===== src/logic/uart_pkg.sv =====
`default_nettype none

package uart_pkg;

    typedef logic [15:0] data_word_t;                 // Bus and data word

    // Register offsets within the device
    typedef enum logic [3:0] {
        tx_data   = 4'h0,                             // Word write, two characters
        rx_data   = 4'h1,                             // Received word, pops the FIFO
        tx_status = 4'h2,
        rx_status = 4'h3,
        tx_byte   = 4'h4                              // Single character write
    } reg_offset_t;

    // Raw offset so that unmapped values can be driven as well
    typedef struct packed {
        logic       device_select;
        logic [3:0] offset;
        logic       read_req;
        logic       write_req;
        data_word_t wdata;
    } bus_req_t;

    typedef struct packed {
        data_word_t data;
        logic       byte_mode;                        // Send only the low byte
    } tx_entry_t;

    typedef struct packed {
        data_word_t data;
        logic       padded;                           // High byte filled after timeout
    } rx_entry_t;

    typedef struct packed {
        logic [11:0] reserved;
        logic        full;
        logic        empty;
        logic        busy;
        logic        unused;
    } tx_status_t;

    typedef struct packed {
        logic [11:0] reserved;
        logic        full;
        logic        empty;
        logic        available;
        logic        padded;                          // Head word was padded
    } rx_status_t;

    localparam int CHAR_BITS       = 8;               // Data bits per character
    localparam int FRAME_BITS      = 10;              // Start, 8 data, stop
    localparam int RX_TIMEOUT_BITS = 31;              // Bit periods to wait for 2nd char

    localparam data_word_t UNMAPPED_READ = 16'hFFFF;  // Pull-up value of the bus

endpackage

`default_nettype wire


===== src/logic/uart_fifo.sv =====
`timescale 1ns/100ps
`default_nettype none

module uart_fifo #(
    parameter type entry_t    = logic,
    parameter int  fifo_depth = 8
) (
    input  logic   clk,
    input  logic   reset,
    input  logic   push,
    input  entry_t push_entry,
    input  logic   pop,
    output entry_t head,        // Oldest entry
    output logic   empty,
    output logic   full
);

    localparam int ptr_w = (fifo_depth > 1) ? $clog2(fifo_depth) : 1;
    localparam int cnt_w = $clog2(fifo_depth + 1);

    entry_t           mem [fifo_depth];
    logic [ptr_w-1:0] wr_ptr;   // Tail, next free slot
    logic [ptr_w-1:0] rd_ptr;   // Head slot
    logic [cnt_w-1:0] count;
    logic             do_push;
    logic             do_pop;

    // Wrap also for depths that are not a power of two
    function automatic logic [ptr_w-1:0] next_ptr(input logic [ptr_w-1:0] ptr);
        return (ptr == ptr_w'(fifo_depth - 1)) ? '0 : ptr + 1'b1;
    endfunction

    assign empty   = (count == '0);
    assign full    = (count == cnt_w'(fifo_depth));
    assign do_push = push && !full;     // Dropped when full
    assign do_pop  = pop && !empty;     // No effect when empty
    assign head    = mem[rd_ptr];

    always_ff @(posedge clk) begin
        if (do_push) mem[wr_ptr] <= push_entry;
    end

    always_ff @(posedge clk) begin
        if (reset) begin
            wr_ptr <= '0;
            rd_ptr <= '0;
            count  <= '0;
        end else begin
            if (do_push) wr_ptr <= next_ptr(wr_ptr);
            if (do_pop)  rd_ptr <= next_ptr(rd_ptr);
            case ({do_push, do_pop})
                2'b10:   count <= count + 1'b1;
                2'b01:   count <= count - 1'b1;
                default: count <= count;    // Both or neither, level unchanged
            endcase
        end
    end

endmodule

`default_nettype wire


===== src/logic/uart_baud_gen.sv =====
`timescale 1ns/100ps
`default_nettype none

module uart_baud_gen #(
    parameter int baud_div = 10416      // Cycles per bit minus one
) (
    input  logic clk,
    input  logic reset,
    output logic bit_boundary,          // Start of each bit period
    output logic sample_point           // Middle of each bit period
);

    localparam int cnt_w = (baud_div > 0) ? $clog2(baud_div + 1) : 1;

    logic [cnt_w-1:0] count;

    always_ff @(posedge clk) begin
        if (reset) begin
            count        <= '0;
            bit_boundary <= 1'b0;
            sample_point <= 1'b0;
        end else begin
            bit_boundary <= (count == cnt_w'(baud_div));
            sample_point <= (count == cnt_w'(baud_div / 2)) && (count != cnt_w'(baud_div));
            if (count == cnt_w'(baud_div)) begin
                count <= '0;            // Wrap, new bit period
            end else begin
                count <= count + 1'b1;
            end
        end
    end

endmodule

`default_nettype wire


===== src/logic/uart_tx.sv =====
`timescale 1ns/100ps
`default_nettype none

module uart_tx import uart_pkg::*; (
    input  logic      clk,
    input  logic      reset,
    input  logic      bit_boundary,
    input  tx_entry_t fifo_head,
    input  logic      fifo_empty,
    output logic      fifo_pop,
    output logic      busy,
    output logic      uart_tx       // Serial line, idles high
);

    localparam int frame_w = 2 * FRAME_BITS;
    localparam int idx_w   = $clog2(frame_w);

    typedef enum logic [2:0] {
        st_idle,
        st_load,
        st_wait_boundary,
        st_send_char0,
        st_send_char1,
        st_complete_byte
    } tx_state_t;

    tx_state_t          state;
    logic [frame_w-1:0] frame;      // Both characters, sent from bit 0 up
    logic [idx_w-1:0]   bit_idx;
    logic               byte_mode_q;
    logic               word_done;

    // Entry stays in the FIFO until its last bit has gone out
    assign word_done = (state == st_send_char1) && bit_boundary
                       && (bit_idx == idx_w'(frame_w - 1));
    assign fifo_pop  = word_done || (state == st_complete_byte);
    assign busy      = (state != st_idle);

    // Frame image taken from the FIFO head
    always_ff @(posedge clk) begin
        if (state == st_load) begin
            byte_mode_q <= fifo_head.byte_mode;
            if (fifo_head.byte_mode) begin
                frame <= {{FRAME_BITS{1'b0}}, 1'b1, fifo_head.data[CHAR_BITS-1:0], 1'b0};
            end else begin
                frame <= {1'b1, fifo_head.data[2*CHAR_BITS-1:CHAR_BITS], 1'b0,
                          1'b1, fifo_head.data[CHAR_BITS-1:0], 1'b0};
            end
        end
    end

    always_ff @(posedge clk) begin
        if (reset) begin
            state   <= st_idle;
            bit_idx <= '0;
            uart_tx <= 1'b1;
        end else begin
            case (state)
                st_idle: begin
                    uart_tx <= 1'b1;
                    if (!fifo_empty) state <= st_load;
                end
                st_load: begin
                    bit_idx <= '0;
                    state   <= st_wait_boundary;
                end
                st_wait_boundary: begin
                    // Align the start bit to a full bit period
                    if (bit_boundary) state <= st_send_char0;
                end
                st_send_char0: begin
                    if (bit_boundary) begin
                        uart_tx <= frame[bit_idx];
                        bit_idx <= bit_idx + 1'b1;
                        if (bit_idx == idx_w'(FRAME_BITS - 1)) begin
                            state <= byte_mode_q ? st_complete_byte : st_send_char1;
                        end
                    end
                end
                st_send_char1: begin
                    if (bit_boundary) begin
                        uart_tx <= frame[bit_idx];
                        bit_idx <= bit_idx + 1'b1;
                        if (word_done) state <= st_idle;    // Stop bit still on the line
                    end
                end
                st_complete_byte: state <= st_idle;         // Pop cycle of a byte entry
                default:          state <= st_idle;
            endcase
        end
    end

endmodule

`default_nettype wire


===== src/logic/uart_rx.sv =====
`timescale 1ns/100ps
`default_nettype none

module uart_rx import uart_pkg::*; (
    input  logic      clk,
    input  logic      reset,
    input  logic      uart_rx,      // Serial line from the far end
    input  logic      sample_point,
    output logic      fifo_push,
    output rx_entry_t fifo_entry
);

    localparam int to_w  = $clog2(RX_TIMEOUT_BITS + 1);
    localparam int bit_w = $clog2(CHAR_BITS);

    typedef enum logic [2:0] {
        st_idle,
        st_start_bit,
        st_data_bits,
        st_stop_bit,
        st_assemble
    } rx_state_t;

    rx_state_t              state;
    logic                   sync1;
    logic                   sync2;
    logic                   sync3;
    logic                   start_det;      // Falling edge on the line
    logic [CHAR_BITS-1:0]   shift;
    logic [CHAR_BITS-1:0]   char0;          // Low byte waiting for its partner
    logic                   char0_valid;
    logic [bit_w-1:0]       bit_idx;
    logic [to_w-1:0]        timeout_cnt;
    logic                   stop_sample;
    logic                   timeout_hit;

    assign stop_sample = (state == st_stop_bit) && sample_point;  // Stop bit not checked
    assign timeout_hit = (state == st_assemble) && !start_det && sample_point
                         && (timeout_cnt == to_w'(RX_TIMEOUT_BITS - 1));

    // Three flops against metastability, then edge detect
    always_ff @(posedge clk) begin
        if (reset) begin
            sync1     <= 1'b1;
            sync2     <= 1'b1;
            sync3     <= 1'b1;
            start_det <= 1'b0;
        end else begin
            sync1     <= uart_rx;
            sync2     <= sync1;
            sync3     <= sync2;
            start_det <= sync3 && !sync2;
        end
    end

    // Character and word payload
    always_ff @(posedge clk) begin
        if ((state == st_data_bits) && sample_point) shift <= {sync2, shift[CHAR_BITS-1:1]};
        if (stop_sample && !char0_valid) char0 <= shift;
        if (stop_sample && char0_valid) begin
            fifo_entry <= '{data: {shift, char0}, padded: 1'b0};
        end else if (timeout_hit) begin
            fifo_entry <= '{data: {{CHAR_BITS{1'b0}}, char0}, padded: 1'b1};
        end
    end

    always_ff @(posedge clk) begin
        if (reset) begin
            state       <= st_idle;
            char0_valid <= 1'b0;
            bit_idx     <= '0;
            timeout_cnt <= '0;
            fifo_push   <= 1'b0;
        end else begin
            fifo_push <= (stop_sample && char0_valid) || timeout_hit;
            case (state)
                st_idle: begin
                    char0_valid <= 1'b0;    // Word done or abandoned
                    if (start_det) state <= st_start_bit;
                end
                st_start_bit: begin
                    if (sample_point) begin
                        bit_idx <= '0;
                        state   <= sync2 ? st_idle : st_data_bits;  // High means glitch
                    end
                end
                st_data_bits: begin
                    if (sample_point) begin
                        bit_idx <= bit_idx + 1'b1;
                        if (bit_idx == bit_w'(CHAR_BITS - 1)) state <= st_stop_bit;
                    end
                end
                st_stop_bit: begin
                    if (sample_point) begin
                        if (char0_valid) begin
                            state <= st_idle;       // Full word pushed
                        end else begin
                            char0_valid <= 1'b1;
                            timeout_cnt <= '0;
                            state       <= st_assemble;
                        end
                    end
                end
                st_assemble: begin
                    if (start_det) begin
                        state <= st_start_bit;      // Second character begins
                    end else if (timeout_hit) begin
                        state <= st_idle;           // Padded word pushed
                    end else if (sample_point) begin
                        timeout_cnt <= timeout_cnt + 1'b1;
                    end
                end
                default: state <= st_idle;
            endcase
        end
    end

endmodule

`default_nettype wire


===== src/logic/uart_regs.sv =====
`timescale 1ns/100ps
`default_nettype none

module uart_regs import uart_pkg::*; (
    input  logic       clk,
    input  logic       reset,
    input  bus_req_t   bus,
    output data_word_t rdata,
    output logic       tx_push,
    output tx_entry_t  tx_entry,
    input  logic       tx_empty,
    input  logic       tx_full,
    input  logic       tx_busy,
    output logic       rx_pop,
    input  rx_entry_t  rx_head,
    input  logic       rx_empty,
    input  logic       rx_full
);

    logic       wr_hit;
    logic       rd_hit;
    tx_status_t tx_status_d;
    tx_status_t tx_status_q;
    rx_status_t rx_status_d;
    rx_status_t rx_status_q;
    data_word_t rx_data_q;      // Head word, zero when empty

    assign wr_hit = bus.device_select && bus.write_req;
    assign rd_hit = bus.device_select && bus.read_req;

    // Strobes last as long as the request, one cycle on this bus
    assign tx_push  = wr_hit && ((bus.offset == tx_data) || (bus.offset == tx_byte));
    assign tx_entry = '{data: bus.wdata, byte_mode: (bus.offset == tx_byte)};
    assign rx_pop   = rd_hit && (bus.offset == rx_data);

    always_comb begin
        tx_status_d       = '0;
        tx_status_d.full  = tx_full;
        tx_status_d.empty = tx_empty;
        tx_status_d.busy  = tx_busy;

        rx_status_d           = '0;
        rx_status_d.full      = rx_full;
        rx_status_d.empty     = rx_empty;
        rx_status_d.available = !rx_empty;
        rx_status_d.padded    = !rx_empty && rx_head.padded;  // Flag of the head word only
    end

    // Reads see the state of the previous edge
    always_ff @(posedge clk) begin
        if (reset) begin
            tx_status_q <= '{reserved: '0, full: 1'b0, empty: 1'b1, busy: 1'b0, unused: 1'b0};
            rx_status_q <= '{reserved: '0, full: 1'b0, empty: 1'b1, available: 1'b0,
                             padded: 1'b0};
            rx_data_q   <= '0;
        end else begin
            tx_status_q <= tx_status_d;
            rx_status_q <= rx_status_d;
            rx_data_q   <= rx_empty ? '0 : rx_head.data;
        end
    end

    always_comb begin
        rdata = UNMAPPED_READ;  // Idle bus and write-only offsets
        if (rd_hit) begin
            case (bus.offset)
                rx_data:   rdata = rx_data_q;
                tx_status: rdata = tx_status_q;
                rx_status: rdata = rx_status_q;
                default:   rdata = UNMAPPED_READ;
            endcase
        end
    end

endmodule

`default_nettype wire


===== src/logic/uart_controller.sv =====
`timescale 1ns/100ps
`default_nettype none

module uart_controller import uart_pkg::*; #(
    parameter int baud_div   = 10416,   // 9600 baud at 100 MHz
    parameter int fifo_depth = 8
) (
    input  logic       clk,
    input  logic       reset,
    input  bus_req_t   bus,
    output data_word_t rdata,
    output logic       uart_tx,
    input  logic       uart_rx
);

    logic      tx_push;
    tx_entry_t tx_entry;
    tx_entry_t tx_head;
    logic      tx_empty;
    logic      tx_full;
    logic      tx_pop;
    logic      tx_busy;
    logic      rx_push;
    rx_entry_t rx_entry;        // Word from the receiver
    rx_entry_t rx_head;
    logic      rx_empty;
    logic      rx_full;
    logic      rx_pop;
    logic      bit_boundary;
    logic      sample_point;

    uart_regs regs_i (
        .clk      (clk),
        .reset    (reset),
        .bus      (bus),
        .rdata    (rdata),
        .tx_push  (tx_push),
        .tx_entry (tx_entry),
        .tx_empty (tx_empty),
        .tx_full  (tx_full),
        .tx_busy  (tx_busy),
        .rx_pop   (rx_pop),
        .rx_head  (rx_head),
        .rx_empty (rx_empty),
        .rx_full  (rx_full)
    );

    uart_fifo #(.entry_t(tx_entry_t), .fifo_depth(fifo_depth)) tx_fifo_i (
        .clk        (clk),
        .reset      (reset),
        .push       (tx_push),
        .push_entry (tx_entry),
        .pop        (tx_pop),
        .head       (tx_head),
        .empty      (tx_empty),
        .full       (tx_full)
    );

    uart_fifo #(.entry_t(rx_entry_t), .fifo_depth(fifo_depth)) rx_fifo_i (
        .clk        (clk),
        .reset      (reset),
        .push       (rx_push),
        .push_entry (rx_entry),
        .pop        (rx_pop),
        .head       (rx_head),
        .empty      (rx_empty),
        .full       (rx_full)
    );

    // Shared bit timing for both directions
    uart_baud_gen #(.baud_div(baud_div)) baud_gen_i (
        .clk          (clk),
        .reset        (reset),
        .bit_boundary (bit_boundary),
        .sample_point (sample_point)
    );

    uart_tx tx_i (
        .clk          (clk),
        .reset        (reset),
        .bit_boundary (bit_boundary),
        .fifo_head    (tx_head),
        .fifo_empty   (tx_empty),
        .fifo_pop     (tx_pop),
        .busy         (tx_busy),
        .uart_tx      (uart_tx)
    );

    uart_rx rx_i (
        .clk          (clk),
        .reset        (reset),
        .uart_rx      (uart_rx),
        .sample_point (sample_point),
        .fifo_push    (rx_push),
        .fifo_entry   (rx_entry)
    );

endmodule

`default_nettype wire


===== config.mk =====
export PLATFORM = sky130hd
export DESIGN_NAME = uart_controller
export DESIGN_NICKNAME = d
export VERILOG_FILES = /design/src/logic/uart_pkg.sv /design/src/logic/uart_fifo.sv /design/src/logic/uart_baud_gen.sv /design/src/logic/uart_tx.sv /design/src/logic/uart_rx.sv /design/src/logic/uart_regs.sv /design/src/logic/uart_controller.sv
export SDC_FILE = /design/constraint.sdc
export NUM_CORES = 1
export LEC_CHECK = 0
export BUFFER_PORTS_ARGS = -buffer_cell sky130_fd_sc_hd__buf_2
export CORE_MARGIN = 1.5
export CORE_UTILIZATION = 45
export CTS_CLUSTER_SIZE = 30
export DETAILED_ROUTE_END_ITERATION = 7
export GPL_TIMING_DRIVEN = 0
export HOLD_SLACK_MARGIN = 0.1
export SYNTH_ARGS = -nofsm -noshare
export SYNTH_HDL_FRONTEND = slang
export SYNTH_SLANG_ARGS = --single-unit

===== constraint.sdc =====
create_clock -name clk -period 10.7 [get_ports clk]
set_input_delay 3.21 -clock clk [delete_from_list [all_inputs] [get_ports clk]]
set_output_delay 3.21 -clock clk [all_outputs]
set_load 0.01 [all_outputs]

==> results of run 1 <==
-- cell type report --
class	count	area, sq um
clock inverters	26	192.7
plain buffers	49	220.2
clock buffers	52	1131
fillers	2885	16810
multi-input cells	510	4542
inverters	18	67.56
repair buffers	69	520.5
well taps	461	576.8
flip-flops and latches	414	11510
-- synthesized netlist by cell type (10+ instances only) --
cell / n / area (sq um)
a21oi_1: 30 / 150.1
nor3_1: 13 / 65.06
nor2b_1: 16 / 100.1
dfxtp_1: 92 / 1842
ha_1: 22 / 275.3
inv_1: 15 / 56.30
nor2_1: 92 / 345.3
nand3_1: 16 / 80.08
edfxtp_1: 322 / 9669
mux2i_1: 40 / 400.4
o21ai_0: 16 / 80.08
mux4_2: 71 / 1599
buf_2: 14 / 70.07
xor2_1: 10 / 87.58
and3_1: 13 / 81.33
nand2_1: 50 / 187.7
clkbuf_1: 29 / 108.9
-- final timing paths --
check                startpoint            endpoint  slack, ns  cells past startpoint
max                     bus[22]            rdata[5]       2.83                      6
min                  rx_i.sync3      rx_i.start_det       0.41                      2
max reg2reg  tx_fifo_i.count[1]  tx_fifo_i.count[2]       7.79                     12
min reg2reg          rx_i.sync3      rx_i.start_det       0.41                      2
-- flip-flops by register name, indices dropped and copies added (netlist names), 4 cells and up, named ones only --
signal              count
rx_i.timeout_cnt        5
rx_fifo_i.mem         136
tx_fifo_i.count         4
tx_i.bit_idx            5
baud_gen_i.count       14
rx_i.fifo_entry        17
tx_i.frame             17
regs_i.rx_data_q       16
rx_i.shift              8
rx_fifo_i.count         4
tx_fifo_i.mem         136
rx_i.char0              8
regs_i.rx_status_q      4
-- worst max-delay path, cell delays in order --
cell      delay, ns
buf_2          0.08
nand2_1        0.10
nor4_2         0.56
clkbuf_1       0.44
nand2_1        0.10
buf_2          0.16
-- routing by layer --
| layer | vias to the layer above | global-route usage, % | part of all wire, % |
|---|---|---|---|
| met5 | - | 0 | 0.022 |
| met4 | 2 | 5.030 | 1.9 |
| met3 | 51 | 3.113 | 4.2 |
| met2 | 171 | 28.24 | 48 |
| met1 | 4312 | 23.53 | 46 |
| li1 | 4046 | - | - |
-- kinds of logic after synthesis --
family,after synthesis,share of synthesized area (%)
AOI/OAI and AO/OA,76,2.877
muxes,121,12.99
adders and majority gates,23,1.816
DFF,414,70.77
buffers and inverters,67,1.769
xor gates and xnor gates,17,0.9154
and+or+nand+nor,273,8.862
-- power breakdown --
part | total, mW | switching [mW] | internal [mW]
sequential | 1.73 | 0.00378 | 1.72
combinational | 0.0399 | 0.0255 | 0.0144
clock | 1.40 | 0.599 | 0.803
total | 3.17 | 0.629 | 2.54
-- stage by stage --
| stage | hold WS, ns | setup WS [ns] | power [mW] | instances | utilization, % |
|---|---|---|---|---|---|
| floorplan | 0.3895 | 3.285 | 1.781 | 991 | - |
| global placement | 0.4117 | 2.341 | 1.800 | 1493 | 47.92 |
| detailed placement | 0.4005 | 2.754 | 1.802 | 1521 | 49.03 |
| CTS | 0.4159 | 2.740 | 3.212 | 1599 | 52.75 |
| global route | 0.4216 | 2.598 | 3.272 | 1599 | 52.75 |
| finish | 0.4134 | 2.827 | 3.170 | 1599 | 52.75 |
==> results.sh, run 1 <==
export IMPL_synth_cells=991
export IMPL_grt_overflow=0
export IMPL_synth_avg_cell_area_sq_um=16.41
export IMPL_final_setup_skew_ns=0.01487
export IMPL_grt_usage_pct=17.20
export IMPL_p_per_area_nw_per_um2=168.9
export IMPL_syn2layout_area_growth_pct=15.35
export IMPL_drt_wl_total_mm=31.21
export IMPL_antenna_found_initial=1
export IMPL_stdcell_area_sq_um=18760
export IMPL_synth_nets=1040
export IMPL_drc_errors=0
export IMPL_core_sq_um=35570
export IMPL_nets=1154
export IMPL_clkLatencyLatePin_ns=0.55
export IMPL_clock_sinks=414
export IMPL_required_ns=7.49
export IMPL_drt_pass1_iterations=5
export IMPL_startpoint_type="input pin"
export IMPL_final_cell_mix="322 x edfxtp_1, 92 x dfxtp_1, 87 x nor2_1"
export IMPL_cts_hold_buf=0
export IMPL_grt_pass1_wl_mm=48.07
export IMPL_tightest_slew_ns=0.9165
export IMPL_cts_buffer_depth=3
export IMPL_cts_resized=0
export IMPL_cp_max_fo=10
export IMPL_clk_pin_slew_worst_paths_ns=0.06
export IMPL_cts_tree="done"
export IMPL_via_per_inst=5.367
export IMPL_finalSetupViolCount=0
export IMPL_dieWidth_um=193.1
export IMPL_rsz0062_at_grt="no"
export IMPL_grt_start_max_net_pins=20
export IMPL_pin_count=43
export IMPL_rows=69
export IMPL_start_util_pct=45.73
export IMPL_synth_edf_count=322
export IMPL_timing_final_hold_violations=0
export IMPL_die_height_um=193.1
export IMPL_h_tree_depth=2
export IMPL_ys_warnings_count=0
export IMPL_drtIter0Drc=523
export IMPL_hp_class="flop to flop"
export IMPL_io_buffer_count=41
export IMPL_cts_root_buf="clkbuf_16"
export IMPL_yosysUniqueCellTypes=64
export IMPL_max_vdd_ir_drop_v=0.0001509
export IMPL_antennaDiodeCount=0
export IMPL_synth_top_flop_cell="edfxtp_1"
export IMPL_p_leak_nw=5.687
export IMPL_postSynth_asyncResetShare_pct=0
export IMPL_cts_made_buffers=43
export IMPL_setup_tns_ns=0
export IMPL_finalCriticalPeriod_ns=7.873
export IMPL_period_share_pct=73.58
export IMPL_grt_pass1_vias=8409
export IMPL_final_layout_size_suffix_gt1_share_pct=23.29
export IMPL_fmax_mhz=127.0
export IMPL_end_kind="primary output"
export IMPL_maxSlewHeadroom_pct=38.74
export IMPL_postCtsSetupRepairBufs=0
export IMPL_postPlaceCellArea_sq_um=17440
export IMPL_slew_viol_final=0
export IMPL_gp_congestion=0.7554
export IMPL_ys_ff_latch=414
export IMPL_yosysSeqAreaShare_pct=70.77
export IMPL_final_common_cell="edfxtp_1"
export IMPL_status="finished, final reports clean"
export IMPL_dieArea_sq_um=37290
export IMPL_cap_violations=0
export IMPL_critical_path_arrival_ns=4.66
export IMPL_vias=8582
export IMPL_crit_type="input pin to primary output"
export IMPL_netlist_area_sq_um=16260
export IMPL_final_antenna_net_count=0
export IMPL_wl_per_cell_um=19.52
export IMPL_dp_hpwl_mm=20.46
No activity file was read; power rests on OpenSTA's default activity.
==> inputs of run 2 (changes only) <==
--- a/config.mk
+++ b/config.mk
@@ -5,6 +5,7 @@
 export SDC_FILE = /design/constraint.sdc
 export NUM_CORES = 1
 export LEC_CHECK = 0
+export ABC_AREA = 1
 export BUFFER_PORTS_ARGS = -buffer_cell sky130_fd_sc_hd__buf_2
 export CORE_MARGIN = 1.5
 export CORE_UTILIZATION = 45
==> constraint.sdc (replaced) <==
create_clock -name clk -period 6.6 [get_ports clk]
set_input_delay 1.98 -clock clk [delete_from_list [all_inputs] [get_ports clk]]
set_output_delay 1.98 -clock clk [all_outputs]
set_load 0.01 [all_outputs]
==> run 2 against run 1 <==
  * Worst setup slack got worse by 1.8 ns
  * Worst hold slack got worse by 0.0035 ns
  * Register-to-register slack got worse by 3.7 ns
  * Sequential share of layout area decreased by 1.7 points
  * Die area increased by 3.3%
  * Wire length increased by 20%
  * Critical path depth increased by 1
  * Design area increased by 2.8%
  * Sequential power increased by 67%
  * Cell count increased by 33%
  * Non-clock buffer count unchanged
  * Via count increased by 30%
  * Critical path type unchanged
  * Largest cell class unchanged
  * Highest routed layer is now met4
==> results.sh, run 2 <==
export IMPL_antenna_found_initial=0
export IMPL_synth_common_cells="334 x nor2_1, 322 x edfxtp_1, 205 x nand2_1"
export IMPL_p_leak_nw=6.499
export IMPL_postPlaceCellArea_sq_um=17920
export IMPL_core_sq_um=36700
export IMPL_ys_warnings_count=0
export IMPL_grt_pass1_vias=10790
export IMPL_p_per_area_nw_per_um2=284.3
export IMPL_grt_overflow=0
export IMPL_end_kind="primary output"
export IMPL_synth_simple_area_share_pct=15.55
export IMPL_fillers=3190
export IMPL_clock_sinks=414
export IMPL_dieArea_sq_um=38530
export IMPL_hp_class="flop to flop"
export IMPL_cts_tree="done"
export IMPL_cts_made_buffers=43
export IMPL_dp_hpwl_mm=24.60
export IMPL_timing_final_hold_violations=0
export IMPL_postCtsSetupRepairBufs=0
export IMPL_synth_top_family_by_area="simple AND/OR/NAND/NOR gates"
export IMPL_ys_ff_latch=414
export IMPL_nets=1678
export IMPL_finalCriticalPeriod_ns=5.570
export IMPL_gp_congestion=0.7910
export IMPL_cp_max_fo=10
export IMPL_h_tree_depth=2
export IMPL_hold_start="rx_i.sync1"
export IMPL_final_cell_mix="324 x nor2_1, 322 x edfxtp_1, 205 x nand2_1"
export IMPL_final_antenna_net_count=0
export IMPL_synth_most_common_cell="nor2_1"
export IMPL_final_common_cell="nor2_1"
export IMPL_synthAdderAreaFrac_pct=1.756
export IMPL_busiest_layer="met2"
export IMPL_critical_path_arrival_ns=3.59
export IMPL_use_met3_pct=3.920
export IMPL_netlist_area_sq_um=16810
export IMPL_drc_errors=0
export IMPL_maxSlewHeadroom_pct=36.96
export IMPL_synth_xor_area_share_pct=0.6251
export IMPL_cts_buffer_depth=3
export IMPL_tightest_slew_ns=0.9435
export IMPL_io_buffer_count=41
export IMPL_drtIter0Drc=789
export IMPL_rows=70
export IMPL_synth_edf_count=322
export IMPL_r2r_start="tx_i.bit_idx[1]"
export IMPL_synth_nets=1574
export IMPL_status="finished, final reports clean"
export IMPL_startpoint_type="input pin"
export IMPL_clk_pin_slew_worst_paths_ns=0.06
export IMPL_synth_top_flop_cell="edfxtp_1"
export IMPL_slew_viol_final=0
export IMPL_dieWidth_um=196.3
export IMPL_synth_cells=1525
export IMPL_startpoint="bus[21]"
export IMPL_vias=11140
export IMPL_fmax_mhz=179.5
export IMPL_grt_usage_pct=20.04
export IMPL_wl_per_cell_um=17.54
export IMPL_finalSetupViolCount=0
export IMPL_required_ns=4.62
export IMPL_yosysUniqueCellTypes=47
export IMPL_power_mw=5.482
export IMPL_stdcell_area_sq_um=19280
export IMPL_rsz0062_at_grt="no"
export IMPL_cts_resized=0
export IMPL_crit_type="input pin to primary output"
export IMPL_yosysSeqAreaShare_pct=68.47
export IMPL_via_per_inst=5.228
export IMPL_pin_count=43
export IMPL_grt_pass1_wl_mm=59.32
export IMPL_grt_start_max_net_pins=19
export IMPL_max_vdd_ir_drop_v=0.0002256
export IMPL_start_util_pct=45.81
export IMPL_synth_avg_cell_area_sq_um=11.02
export IMPL_yosys_area_top_type="edfxtp_1"
export IMPL_final_setup_skew_ns=0.02601
export IMPL_cap_violations=0
export IMPL_setup_tns_ns=0
export IMPL_syn2layout_area_growth_pct=14.71
export IMPL_final_layout_size_suffix_gt1_share_pct=12.69
export IMPL_use_met2_pct=31.14
export IMPL_synthMuxAreaShare_pct=0
export IMPL_cts_hold_buf=0
export IMPL_drt_pass1_iterations=5
export IMPL_antennaDiodeCount=0
export IMPL_clkLatencyLatePin_ns=0.58
export IMPL_die_height_um=196.3
export IMPL_post_route_util_pct=52.55
export IMPL_synth_area_top_cells="edfxtp_1 58%, dfxtp_1 11%, nor2_1 7.5%, o21ai_0 4.6%, nand2_1 4.6%"
export IMPL_cts_root_buf="clkbuf_16"
export IMPL_drt_wl_total_mm=37.37
export IMPL_period_share_pct=84.39
export IMPL_synth_compound_area_share_pct=8.968
export IMPL_postSynth_asyncResetShare_pct=0
export IMPL_biggestRegsByFlops="rx_fifo_i.mem (136), tx_fifo_i.mem (136)"
export IMPL_hold_slack_ns=0.4099
export IMPL_met1_usage_pct=28.96
export IMPL_synth_top_area_share_pct=57.51
-- run 2: cell types whose count changed after synthesis, sizes merged, moves of 26 or more --
cell   delta
nand3    +26
mux2i    -40
inv      +94
nand2   +161
o32ai    +33
o21ai   +163
nor2    +245
mux4     -71
-- run 2: final cells by class --
class	count	area (sq um)	share of cell area, %
flip-flops and latches	414	11510	59.69
multi-input cells	937	4577	23.73
clock buffers	57	1191	6.177
well taps	468	585.6	3.036
repair buffers	59	470.5	2.440
inverters	115	431.7	2.238
plain buffers	59	347.8	1.804
clock inverters	22	170.2	0.8824
-- run 2: final timing paths --
kind	cells past startpoint	slack, ns	to
setup / recovery	7	1.03	rdata[14]
hold / removal	1	0.41	rx_i.sync2
setup reg to reg	12	4.12	tx_fifo_i.count[2]
hold reg to reg	1	0.41	rx_i.sync2
-- run 2: per-stage QoR --
stage / setup slack, ns / cells
2_1_floorplan: 1.810 / 1525
3_3_place_gp: 0.7649 / 2034
3_5_place_dp: 1.048 / 2052
4_1_cts: 1.039 / 2131
5_1_grt: 0.9226 / 2131
6_report: 1.030 / 2131
-- run 2: critical path, stage by stage --
cell	delay, ns
buf_2	0.11
nor2_1	0.13
inv_1	0.09
nor3b_2	0.64
buf_2	0.39
nand2_1	0.08
buf_2	0.14
-- run 2: metal layers --
metal  vias up  wire, um
met5         -         0
met3        43      2555
met1      5306     17550
met2       315     16630
met4         0       637
li1       5476         -
-- run 2: logic make-up after synthesis --
group	after synthesis
AO/OA/AOI/OAI	265
XOR/XNOR	12
adder cells (fa/ha/maj)	23
buffers and inverters	174
flip-flops	414
AND/OR/NAND/NOR	637
-- run 2: where the power goes --
part / switching (mW) / internal [mW] / leakage, nW / total (mW)
combinational: 0.179 / 0.0832 / 2.64 / 0.262
sequential: 0.0405 / 2.85 / 3.20 / 2.89
clock: 0.982 / 1.35 / 0.660 / 2.33
